**config.mk**
```make
export PLATFORM = sky130hd
export DESIGN_NAME = snd_top
export DESIGN_NICKNAME = d
export VERILOG_FILES = /design/src/snd_pkg.sv /design/src/snd_ch_if.sv /design/src/snd_regs.sv /design/src/snd_square_ch.sv /design/src/snd_mixer.sv /design/src/snd_top.sv
export VERILOG_INCLUDE_DIRS = /design/src /design/src/include
export SDC_FILE = /design/constraint.sdc
export NUM_CORES = 1
export LEC_CHECK = 0
export BUFFER_PORTS_ARGS = -buffer_cell sky130_fd_sc_hd__buf_2
export CORE_MARGIN = 1.5
export CORE_UTILIZATION = 45
export CTS_CLUSTER_SIZE = 10
export DETAILED_ROUTE_END_ITERATION = 12
export PLACE_DENSITY_LB_ADDON = 0.1
export SYNTH_ARGS = -nofsm -noshare
export SYNTH_HDL_FRONTEND = slang
export SYNTH_HIERARCHICAL = 1
export SYNTH_SLANG_ARGS = --single-unit
```
**constraint.sdc**
```tcl
create_clock -name gbclk -period 13.75 [get_ports gbclk]
set_clock_uncertainty 0.05 [all_clocks]
set_input_delay 1.375 -clock gbclk [delete_from_list [all_inputs] [get_ports gbclk]]
set_output_delay 1.375 -clock gbclk [all_outputs]
set_load 0.02 [all_outputs]
```
**src/include/snd_defs.svh**
```systemverilog
`ifndef SND_DEFS_SVH
`define SND_DEFS_SVH

// number of square channels, 1 to 4
`define SND_NUM_CH 2

// pwm counter width, period is 2**bits cycles
`define SND_PWM_BITS 8

// div bit whose falling edge clocks the length counters
`define SND_LEN_DIV_BIT 4

// global registers, channel c sits at 4c..4c+3
`define SND_ADR_PAN 6'h20
`define SND_ADR_VOL 6'h21
`define SND_ADR_PWR 6'h22

`endif

```
**src/snd_pkg.sv**
```systemverilog
`include "snd_defs.svh"

package snd_pkg;

	typedef logic [3:0] snd_sample_t;                  // per channel amplitude
	typedef logic [`SND_PWM_BITS-1:0] snd_level_t;     // mixed pwm level

	typedef enum logic [1:0] {
		SND_DUTY_12 = 2'd0,
		SND_DUTY_25 = 2'd1,
		SND_DUTY_50 = 2'd2,
		SND_DUTY_75 = 2'd3
	} snd_duty_t;

	typedef enum logic [1:0] {
		SND_REG_DUTY_LEN = 2'd0,
		SND_REG_ENV      = 2'd1,
		SND_REG_FREQ_LO  = 2'd2,
		SND_REG_CTRL     = 2'd3
	} snd_reg_sel_t;

	typedef struct packed {
		snd_duty_t  duty;
		logic [5:0] len_load;
	} snd_reg0_t;

	typedef struct packed {
		snd_sample_t init_vol;
		logic        env_up;
		logic [2:0]  env_per;
	} snd_reg1_t;

	typedef struct packed {
		logic       trigger;
		logic       len_en;
		logic [2:0] rsvd;
		logic [2:0] freq_hi;
	} snd_reg3_t;

endpackage

```
**src/snd_ch_if.sv**
```systemverilog
`timescale 1ns/1ps

interface snd_ch_if;
	import snd_pkg::*;

	logic         wr;        // one cycle write strobe
	snd_reg_sel_t sel;
	logic [7:0]   wdata;
	logic         tick_len;
	logic         tick_env;
	logic         power;
	logic         active;
	snd_sample_t  sample;

	modport ctrl (
		output wr, sel, wdata, tick_len, tick_env, power,
		input  active
	);

	modport chan (
		input  wr, sel, wdata, tick_len, tick_env, power,
		output active, sample
	);

	modport mix (
		input active, sample
	);

endinterface

```
**src/snd_regs.sv**
```systemverilog
`timescale 1ns/1ps
`include "snd_defs.svh"

module snd_regs (
	input  logic        gbclk,
	input  logic        reset,
	input  logic [5:0]  adr,
	input  logic [7:0]  din,
	input  logic        write,
	input  logic        read,       // reads have no side effects here
	input  logic [15:0] div,
	output logic [7:0]  dout,
	output logic [7:0]  pan,
	output logic [7:0]  master_vol,
	snd_ch_if.ctrl      ch [`SND_NUM_CH]
);
	import snd_pkg::*;

	logic                   power;
	logic [`SND_NUM_CH-1:0] act;
	logic                   tap_q;
	logic                   tap_fall;
	logic [1:0]             quarter;
	logic                   tick_len;
	logic                   tick_env;

	// global registers
	always_ff @(posedge gbclk) begin
		if (reset) begin
			power      <= 1'b0;
			pan        <= 8'h00;
			master_vol <= 8'h00;
		end else if (write && adr == `SND_ADR_PWR) begin
			power <= din[7];
			if (!din[7]) begin
				pan        <= 8'h00;
				master_vol <= 8'h00;
			end
		end else if (write && power) begin
			if (adr == `SND_ADR_PAN)
				pan <= din;
			if (adr == `SND_ADR_VOL)
				master_vol <= din;
		end
	end

	// frame sequencer on the div tap
	assign tap_fall = tap_q && !div[`SND_LEN_DIV_BIT];

	always_ff @(posedge gbclk) begin
		if (reset) begin
			tap_q    <= 1'b0;
			quarter  <= 2'd0;
			tick_len <= 1'b0;
			tick_env <= 1'b0;
		end else begin
			tap_q    <= div[`SND_LEN_DIV_BIT];
			tick_len <= tap_fall;
			tick_env <= tap_fall && quarter == 2'd3;
			if (!power)
				quarter <= 2'd0;    // envelope phase restarts at power on
			else if (tap_fall)
				quarter <= quarter + 2'd1;
		end
	end

	for (genvar c = 0; c < `SND_NUM_CH; c++) begin : gen_port
		// channel c owns adr 4c..4c+3
		always_ff @(posedge gbclk) begin
			if (reset)
				ch[c].wr <= 1'b0;
			else
				ch[c].wr <= write && power && adr[5:2] == 4'(c);
		end

		always_ff @(posedge gbclk) begin
			ch[c].sel   <= snd_reg_sel_t'(adr[1:0]);
			ch[c].wdata <= din;
		end

		assign ch[c].tick_len = tick_len;
		assign ch[c].tick_env = tick_env;
		assign ch[c].power    = power;
		assign act[c]         = ch[c].active;
	end

	// readback, channel registers read as ones
	always_comb begin
		case (adr)
			`SND_ADR_PAN: dout = pan;
			`SND_ADR_VOL: dout = master_vol;
			`SND_ADR_PWR: dout = {power, 7'(act)};
			default:      dout = 8'hff;
		endcase
	end

endmodule

```
**src/snd_square_ch.sv**
```systemverilog
`timescale 1ns/1ps

module snd_square_ch (
	input logic    gbclk,
	input logic    reset,
	snd_ch_if.chan ch
);
	import snd_pkg::*;

	// register fields
	snd_duty_t   duty;
	logic [5:0]  len_load;
	snd_sample_t init_vol;
	logic        env_up;
	logic [2:0]  env_per;
	logic [10:0] freq;
	logic        len_en;

	// running state
	logic        active;
	logic [6:0]  length;
	snd_sample_t vol;
	logic [2:0]  env_cnt;
	logic [2:0]  step;
	logic [10:0] timer;

	snd_reg0_t wr_r0;
	snd_reg1_t wr_r1;
	snd_reg3_t wr_r3;
	logic      trigger;
	logic [7:0] pattern;
	logic       duty_bit;

	assign wr_r0   = snd_reg0_t'(ch.wdata);
	assign wr_r1   = snd_reg1_t'(ch.wdata);
	assign wr_r3   = snd_reg3_t'(ch.wdata);
	assign trigger = ch.wr && ch.sel == SND_REG_CTRL && wr_r3.trigger;

	always_ff @(posedge gbclk) begin
		if (reset || !ch.power) begin
			duty     <= SND_DUTY_12;
			len_load <= 6'd0;
			init_vol <= 4'd0;
			env_up   <= 1'b0;
			env_per  <= 3'd0;
			freq     <= 11'd0;
			len_en   <= 1'b0;
		end else if (ch.wr) begin
			case (ch.sel)
				SND_REG_DUTY_LEN: begin
					duty     <= wr_r0.duty;
					len_load <= wr_r0.len_load;
				end
				SND_REG_ENV: begin
					init_vol <= wr_r1.init_vol;
					env_up   <= wr_r1.env_up;
					env_per  <= wr_r1.env_per;
				end
				SND_REG_FREQ_LO: freq[7:0] <= ch.wdata;
				SND_REG_CTRL: begin
					len_en     <= wr_r3.len_en;
					freq[10:8] <= wr_r3.freq_hi;
				end
			endcase
		end
	end

	always_ff @(posedge gbclk) begin
		if (reset || !ch.power) begin
			active  <= 1'b0;
			length  <= 7'd0;
			vol     <= 4'd0;
			env_cnt <= 3'd0;
			step    <= 3'd0;
			timer   <= 11'd0;
		end else if (trigger) begin
			active  <= 1'b1;
			length  <= 7'd64 - {1'b0, len_load};   // load of 0 gives 64
			vol     <= init_vol;
			env_cnt <= 3'd0;
			step    <= 3'd0;
			timer   <= 11'd0;
		end else begin
			// 2048 - freq cycles per step, last count is ~freq
			if (timer == ~freq) begin
				timer <= 11'd0;
				step  <= step + 3'd1;
			end else begin
				timer <= timer + 11'd1;
			end

			if (ch.tick_len && len_en && length != 7'd0) begin
				length <= length - 7'd1;
				if (length == 7'd1)
					active <= 1'b0;
			end

			if (ch.tick_env && env_per != 3'd0) begin   // period 0 holds volume
				if (env_cnt == env_per - 3'd1) begin
					env_cnt <= 3'd0;
					if (env_up && vol != 4'hf)
						vol <= vol + 4'd1;
					else if (!env_up && vol != 4'h0)
						vol <= vol - 4'd1;
				end else begin
					env_cnt <= env_cnt + 3'd1;
				end
			end
		end
	end

	// step 0 is the leftmost pattern bit
	always_comb begin
		case (duty)
			SND_DUTY_12: pattern = 8'b0000_0001;
			SND_DUTY_25: pattern = 8'b1000_0001;
			SND_DUTY_50: pattern = 8'b1000_0111;
			default:     pattern = 8'b0111_1110;
		endcase
		duty_bit = pattern[3'd7 - step];
	end

	assign ch.active = active;
	assign ch.sample = (active && duty_bit) ? vol : 4'd0;

endmodule

```
**src/snd_mixer.sv**
```systemverilog
`timescale 1ns/1ps
`include "snd_defs.svh"

module snd_mixer (
	input  logic       gbclk,
	input  logic       reset,
	input  logic [7:0] pan,
	input  logic [7:0] master_vol,
	snd_ch_if.mix      ch [`SND_NUM_CH],
	output logic       chl,
	output logic       chr,
	output logic       chm
);
	import snd_pkg::*;

	snd_sample_t              smp [`SND_NUM_CH];
	logic [7:0]               sum_l;
	logic [7:0]               sum_r;
	logic [10:0]              prod_l;
	logic [10:0]              prod_r;
	logic [`SND_PWM_BITS:0]   mono_sum;
	snd_level_t               next_l;
	snd_level_t               next_r;
	snd_level_t               next_m;
	snd_level_t               lvl_l;
	snd_level_t               lvl_r;
	snd_level_t               lvl_m;
	logic [`SND_PWM_BITS-1:0] pwm_cnt;

	for (genvar c = 0; c < `SND_NUM_CH; c++) begin : gen_smp
		assign smp[c] = ch[c].active ? ch[c].sample : 4'd0;
	end

	always_comb begin
		sum_l = 8'd0;
		sum_r = 8'd0;
		for (int i = 0; i < `SND_NUM_CH; i++) begin
			if (pan[4+i])
				sum_l = sum_l + 8'(smp[i]);
			if (pan[i])
				sum_r = sum_r + 8'(smp[i]);
		end

		// volume code 0..7 scales by 1..8
		prod_l   = 11'(sum_l) * 11'({1'b0, master_vol[6:4]} + 4'd1);
		prod_r   = 11'(sum_r) * 11'({1'b0, master_vol[2:0]} + 4'd1);
		next_l   = snd_level_t'(prod_l >> 3);
		next_r   = snd_level_t'(prod_r >> 3);
		mono_sum = {1'b0, next_l} + {1'b0, next_r};
		next_m   = snd_level_t'(mono_sum >> 1);
	end

	always_ff @(posedge gbclk) begin
		if (reset) begin
			pwm_cnt <= '0;
			lvl_l   <= '0;
			lvl_r   <= '0;
			lvl_m   <= '0;
		end else begin
			pwm_cnt <= pwm_cnt + 1'b1;
			if (&pwm_cnt) begin   // levels only change at wrap
				lvl_l <= next_l;
				lvl_r <= next_r;
				lvl_m <= next_m;
			end
		end
	end

	assign chl = pwm_cnt < lvl_l;
	assign chr = pwm_cnt < lvl_r;
	assign chm = pwm_cnt < lvl_m;

endmodule

```
**src/snd_top.sv**
```systemverilog
`timescale 1ns/1ps
`include "snd_defs.svh"

module snd_top (
	input  logic        gbclk,
	input  logic        reset,
	input  logic [5:0]  adr,
	input  logic [7:0]  din,
	output logic [7:0]  dout,
	input  logic        write,
	input  logic        read,
	input  logic [15:0] div,
	output logic        chl,
	output logic        chr,
	output logic        chm
);

	logic [7:0] pan;
	logic [7:0] master_vol;

	snd_ch_if ch_if [`SND_NUM_CH] ();

	snd_regs u_regs (
		.gbclk      (gbclk),
		.reset      (reset),
		.adr        (adr),
		.din        (din),
		.write      (write),
		.read       (read),
		.div        (div),
		.dout       (dout),
		.pan        (pan),
		.master_vol (master_vol),
		.ch         (ch_if)
	);

	for (genvar c = 0; c < `SND_NUM_CH; c++) begin : gen_ch
		snd_square_ch u_ch (
			.gbclk (gbclk),
			.reset (reset),
			.ch    (ch_if[c])
		);
	end

	snd_mixer u_mixer (
		.gbclk      (gbclk),
		.reset      (reset),
		.pan        (pan),
		.master_vol (master_vol),
		.ch         (ch_if),
		.chl        (chl),
		.chr        (chr),
		.chm        (chm)
	);

endmodule

```
# [Yosys cells after proc, flatten, opt, wreduce, memory -nomap -nowiden]
# Cells that the tools add are included.
[totals] reg_bits=180 inputBits=34
[op_classes] add_sub_neg=25 multipliers=2 order_cmp=5 eq_ne=21 mux=44 bitwise_logic=3 n_reduce_logical=70
[op_table] cell="$mux 8" n=9
[op_table] cell="$pmux 8 s3" n=3
[op_table] cell="$mux 4" n=16
[op_table] cell="$mux 7" n=4
[op_table] cell="$lt 8x8->1" n=3
[op_table] cell="$add 11x1->11 const B" n=2
[op_table] cell="$eq 11x11->1" n=2
[op_table] cell="$logic_and 1x1->1" n=22
[op_table] cell="$mul 8x11->11" n=2
[op_table] cell="$not 11->11" n=2
[op_table] cell="$reduce_bool 2->1" n=11
[op_table] cell="$reduce_and 2->1" n=10
[op_table] cell="$eq 6x6->1 const B" n=3
[op_table] cell="$eq 7x1->1 const B" n=2
[op_table] cell="$reduce_bool 7->1" n=2
[op_table] cell="$sub 7x1->7 const B" n=2
[op_table] cell="$sub 7x6->7 const A" n=2
[op_table] cell="$add 3x1->3 const B" n=4
[op_table] cell="$reduce_and 3->1" n=4
[op_table] cell="$reduce_bool 3->1" n=4
[op_table] cell="$add 4x4->5" n=2
[op_table] cell="$eq 2x2->1 const B" n=5
[op_table] cell="$add 8x8->9" n=1
[op_table] cell="$add 3x1->4 const B" n=2
[op_table] cell="24 further kinds" n=51

# [Depth between registers and ports, before layout]
[logic_depth] depth_word=12 depth_mapped=30 depth_no_buf=30

# [By module]
# Netlist, hierarchy kept.
[by_module_without_submodules] module="snd_mixer" instances=1 cells_per_inst=410 area_per_inst_um2=3398.3 seq_area_each_um2=580.6
[by_module_without_submodules] module="snd_square_ch (gen_ch[0].u_ch)" instances=1 cells_per_inst=316 area_per_inst_um2=2895.3 seq_area_each_um2=1141.1
[by_module_without_submodules] module="snd_square_ch (gen_ch[1].u_ch)" instances=1 cells_per_inst=315 area_per_inst_um2=2874.0 seq_area_each_um2=1141.1
[by_module_without_submodules] module="snd_regs" instances=1 cells_per_inst=147 area_per_inst_um2=1496.4 seq_area_each_um2=680.7

# [Worst setup path after synthesis]
# No wires, ideal clock.
[synth_timing] kind="reg2reg" startpoint="register gen_ch[0].u_ch.duty[0]" endpoint="register u_mixer.lvl_m[4]" setup_ns=0.116 t_arrival_ns=6.004 t_required_ns=13.584 slack_ns=7.579 stages_incl_launch_ff=28 n_path_buf=0 cell_sequence="dfxtp_1 -> inv_1 -> ha_1 -> maj3_1 -> a211oi_1 -> a211oi_1 -> and2_1 -> and3_4 -> ha_1 -> fa_1 -> nand2_1 -> and2_1 -> or2_2 -> fa_1 -> fa_1 -> inv_1 -> ha_1 -> and4b_1 -> and3_2 -> nor2_1 -> xnor2_1 -> ha_1 -> o21ai_0 -> nand2b_1 -> a21o_1 -> maj3_1 -> xnor2_1 -> o21ai_1"
[synth_between] elab_chain_cells=12
[synth_rtl] element="start, declared" line_no="snd_square_ch.sv:11" source="snd_duty_t duty;"
[synth_rtl] element="start signal, assigned" line_no="snd_square_ch.sv:51" source="duty <= wr_r0.duty;"
[synth_rtl] element="$eq 2x2->1 (tied with other cells)" line_no="snd_square_ch.sv:114" source="case (duty)"
[synth_rtl] element="$pmux 8 s3 *" line_no="snd_square_ch.sv:114"
[synth_rtl] element="$bmux 1 s3 *" line_no="snd_square_ch.sv:120" source="duty_bit = pattern[3'd7 - step];"
[synth_rtl] element="$mux 1 (not written as such) *" line_no="snd_square_ch.sv:120"
[synth_rtl] element="$logic_and 1x1->1 *" line_no="snd_square_ch.sv:124" source="assign ch.sample = (active && duty_bit) ? vol : 4'd0;"
[synth_rtl] element="$mux 4 *" line_no="snd_square_ch.sv:124"
[synth_rtl] element="named net ch_if[0].sample[0]" line_no="snd_ch_if.sv:13" source="snd_sample_t sample;"
[synth_rtl] element="$mux 4 *" line_no="snd_mixer.sv:31" source="assign smp[c] = ch[c].active ? ch[c].sample : 4'd0;"
[synth_rtl] element="$mux 4 *" line_no="snd_mixer.sv:38" source="if (pan[4+i])"
[synth_rtl] element="$add 4x4->5" line_no="snd_mixer.sv:39" source="sum_l = sum_l + 8'(smp[i]);"
[synth_rtl] element="$mux 8 *" line_no="snd_mixer.sv:38"
[synth_rtl] element="$mul 8x11->11 *" line_no="snd_mixer.sv:45" source="prod_l = 11'(sum_l) * 11'({1'b0, master_vol[6:4]} + 4'd1);"
[synth_rtl] element="named net u_mixer.prod_l[5]" line_no="snd_mixer.sv:19" source="logic [10:0] prod_l;"
[synth_rtl] element="$add 8x8->9 *" line_no="snd_mixer.sv:49" source="mono_sum = {1'b0, next_l} + {1'b0, next_r};"
[synth_rtl] element="end signal, assigned" line_no="snd_mixer.sv:64" source="lvl_m <= next_m;"
[synth_rtl] element="end, declared" line_no="snd_mixer.sv:27" source="snd_level_t lvl_m;"
# The timed path passes the listed nets; every way through them passes the cells marked *. The select of a mux whose other input is x is not followed.
# A chain may end at the register's enable or synchronous reset.

# [Final worst setup path]
[layout_timing] startpoint="register gen_ch[1].u_ch.duty[0]" endpoint="register u_mixer.lvl_m[4]"
[layout_between] elab_chain_cells=11
[layout_rtl] element="start, declared" line_no="snd_square_ch.sv:11"
[layout_rtl] element="start signal, assigned" line_no="snd_square_ch.sv:51"
[layout_rtl] element="$eq 2x2->1 (tied with other cells)" line_no="snd_square_ch.sv:114"
[layout_rtl] element="$pmux 8 s3 *" line_no="snd_square_ch.sv:114"
[layout_rtl] element="$bmux 1 s3 *" line_no="snd_square_ch.sv:120"
[layout_rtl] element="$mux 1 (not written as such) *" line_no="snd_square_ch.sv:120"
[layout_rtl] element="$logic_and 1x1->1 *" line_no="snd_square_ch.sv:124"
[layout_rtl] element="$mux 4 *" line_no="snd_square_ch.sv:124"
[layout_rtl] element="named net ch_if[1].sample[1]" line_no="snd_ch_if.sv:13"
[layout_rtl] element="$mux 4 *" line_no="snd_mixer.sv:31"
[layout_rtl] element="$add 4x4->5 *" line_no="snd_mixer.sv:41" source="sum_r = sum_r + 8'(smp[i]);"
[layout_rtl] element="$mux 8 *" line_no="snd_mixer.sv:40" source="if (pan[i])"
[layout_rtl] element="$mul 8x11->11 *" line_no="snd_mixer.sv:46" source="prod_r = 11'(sum_r) * 11'({1'b0, master_vol[2:0]} + 4'd1);"
[layout_rtl] element="named net u_mixer.prod_r[5]" line_no="snd_mixer.sv:20" source="logic [10:0] prod_r;"
[layout_rtl] element="$add 8x8->9 *" line_no="snd_mixer.sv:49"
# Marks and branches as above.

==> reports/results.tsv <==
metric	value	unit
rsz0062_at_grt	false	
track_usage	0.198	
worst-path-max-fanout	5	
final_hold_viol_count	0	
drv_cap	0	
num_rows	56	
clk_path_buf_depth	2	
numPortBuffers	28	
cp.arrival	7030	ps
tns	0	ps
netlist_instances	1188	
slowest_delay	530	ps
setup_viol	0	
routed_wl	23100	um
clock_sinks	177	
cts_tree	yes	
drive_gt1_frac	0.108	
syn_area	0.0107	mm2
core_area	0.0233	mm2
critPathCaptureType	flop	
startpoint_type	flop	
critPathSlowestCell	fa_1	
cts_made_buffers	17	
power_density	89.2	mW/mm2
antenna_left	0	
drt_iter0_markers	330	
gp_congestion	0.793	
grt_pass1_wl	38100	um
start_util	0.457	
nNetsFinal	1328	
gr-total-overflow	0	
setup.worst_path.class	flop to flop	
drc	0	
dp_hpwl	17100	um
wl_per_cell	15.1	um
ios	45	
vias	7878	
seq_area_frac_synth	0.332	
yosys.cell_types.count	77	
final.period_utilization	0.491	
dieArea	0.0246	mm2
h-tree-depth	4	
grt_max_degree	62	
post-route-util	0.496	
post_cts_resized	0	
die_w	157	um
maxSlewViolCount	0	
ys_ff_latch	177	
path_clk_slew	70	ps
synth_edf_count	0	
grt_antenna_before_repair	0	
drt_first_pass_iters	5	
maxSlewHeadroom	0.374	
clkLatencyLatePin	440	ps
area_growth	8.55	%
ctsHoldBuffers	0	
hold_path_class	flop to flop	
post-cts-setup-buffer-count	0	
viasPerCell	5.17	
ir_worst_vdd	0.0738	mV
status	complete, no violations	
avgSynthCellArea	8.98	um2
synthArstFlopShare	0	
leakage	0.00461	uW
antenna_cells	0	
yosys_warnings	6	
syn-num-nets	1322	
min_period	6750	ps
fillCellCount	2252	
crit_required	14020	ps
worst_pin_slew	935	ps
cp_common_cell	ha_1	
synthFlopType	dfxtp_1	
dieHeight	157	um
max_freq	148	MHz
grt_pass1_vias	7495	
cts_root_buf	clkbuf_16	
## synth_stat cells (4+ instances only)
| cell | number | area share |
|---|---|---|
| a211oi_1 | 17 | 0.012 |
| a21o_1 | 24 | 0.017 |
| a21oi_1 | 58 | 0.027 |
| a31oi_1 | 6 | 0.0035 |
| and2_1 | 19 | 0.011 |
| and3_1 | 9 | 0.0053 |
| and3_2 | 10 | 0.0070 |
| buf_1 | 7 | 0.0025 |
| buf_2 | 10 | 0.0047 |
| buf_4 | 13 | 0.0092 |
| clkbuf_1 | 17 | 0.0060 |
| dfxtp_1 | 177 | 0.33 |
| fa_1 | 17 | 0.032 |
| ha_1 | 83 | 0.097 |
| inv_1 | 68 | 0.024 |
| mux2i_1 | 71 | 0.067 |
| nand2_1 | 60 | 0.021 |
| nand2b_1 | 31 | 0.018 |
| nand3_1 | 31 | 0.015 |
| nand3_2 | 4 | 0.0038 |
| nand3b_1 | 15 | 0.011 |
| nand4_1 | 9 | 0.0053 |
| nand4b_1 | 5 | 0.0041 |
| nor2_1 | 155 | 0.055 |
| nor2b_1 | 15 | 0.0088 |
| nor3_1 | 19 | 0.0089 |
| nor4_1 | 4 | 0.0023 |
| o21a_1 | 5 | 0.0035 |
| o21ai_0 | 30 | 0.014 |
| o22ai_1 | 8 | 0.0047 |
| or2_2 | 14 | 0.0082 |
| or3_1 | 7 | 0.0041 |
| xnor2_1 | 59 | 0.048 |
| xor2_1 | 40 | 0.033 |
## cell usage in the layout (no fill, tap or decap), types with 14 or more instances in the layout
| cell | count |
|---|---|
| mux2i_1 | 71 |
| nor3_1 | 19 |
| xnor2_1 | 59 |
| inv_1 | 68 |
| and2_1 | 19 |
| a21oi_1 | 58 |
| or2_2 | 14 |
| a21o_1 | 24 |
| nand2b_1 | 31 |
| nor2_1 | 155 |
| nor2b_1 | 15 |
| a211oi_1 | 17 |
| ha_1 | 83 |
| dfxtp_1 | 177 |
| nand3b_1 | 15 |
| xor2_1 | 40 |
| nand2_1 | 60 |
| o21ai_0 | 30 |
| fa_1 | 17 |
| nand3_1 | 31 |
| buf_2 | 28 |
| clkbuf_16 | 17 |
## sequential cells by signal, summed over array words and instances, names as in the netlist, 12 cells and up
signal	count
gen_ch.u_ch/len_load	12
gen_ch.u_ch/length	14
gen_ch.u_ch/freq	22
gen_ch.u_ch/timer	22
## area by class of cell
| class | instances | area, um2 | area share |
|---|---|---|---|
| multi-input combinational | 895 | 6620 | 0.572 |
| sequential | 177 | 3540 | 0.306 |
| clock buffer | 17 | 425 | 0.0367 |
| tap | 319 | 399 | 0.0345 |
| inverter | 68 | 255 | 0.0220 |
| timing repair buffer | 35 | 193 | 0.0166 |
| clock inverter | 14 | 144 | 0.0124 |
## power by group
part	leakage, uW	switching (uW)	internal (uW)
sequential	0.00143	7.02	515
combinational	0.00290	18.9	14.8
clock	0.000275	236	241
total	0.00461	262	771
## through the flow
| stage | hold WS (ps) | std cells | setup slack (ps) | instance area, um2 | power [uW] |
|---|---|---|---|---|---|
| 4_1_cts | 404 | 1525 | 6980 | 11600 | 1050 |
| 5_1_grt | 416 | 1525 | 6450 | 11600 | 1070 |
| 3_5_place_dp | 393 | 1494 | 7000 | 11000 | 568 |
| 6_report | 401 | 1525 | 7000 | 11600 | 1030 |
| 2_1_floorplan | 375 | 1188 | 7580 | 10700 | 554 |
| 3_3_place_gp | 390 | 1494 | 7070 | 11000 | 568 |
## critical path, delay by kind of cell, from the launching register on
kind            cells  cell delay, ps
simple gates        7            1070
compound gates      8            1320
mux                 1             320
xor+xnor            3             450
flops               1             340
fa+ha+maj           8            2950
buf+inv             3             150
## final timing paths
path                     startpoint          endpoint  slack [ps]  depth (start not counted)
max reg2reg  gen_ch[1].u_ch/duty[0]  u_mixer/lvl_m[4]        7000                         30
min                u_mixer/lvl_m[1]  u_mixer/lvl_m[1]         400                          2
max          gen_ch[1].u_ch/duty[0]  u_mixer/lvl_m[4]        7000                         30
min reg2reg        u_mixer/lvl_m[1]  u_mixer/lvl_m[1]         400                          2
## logic make-up after synthesis
group,Yosys count,share of synthesized area
compound gates,178,0.113
xor+xnor,101,0.0844
fa+ha+maj,103,0.132
buf+inv,116,0.0473
flops,177,0.332
mux,75,0.0712
simple gates,438,0.220
## routing by layer
metal / wire length, um / track usage
met1: 11100 / 0.263
met4: 280 / 0.0553
met5: 0 / 0
met3: 581 / 0.0289
met2: 11100 / 0.335
(Power assumes the default switching activity.)
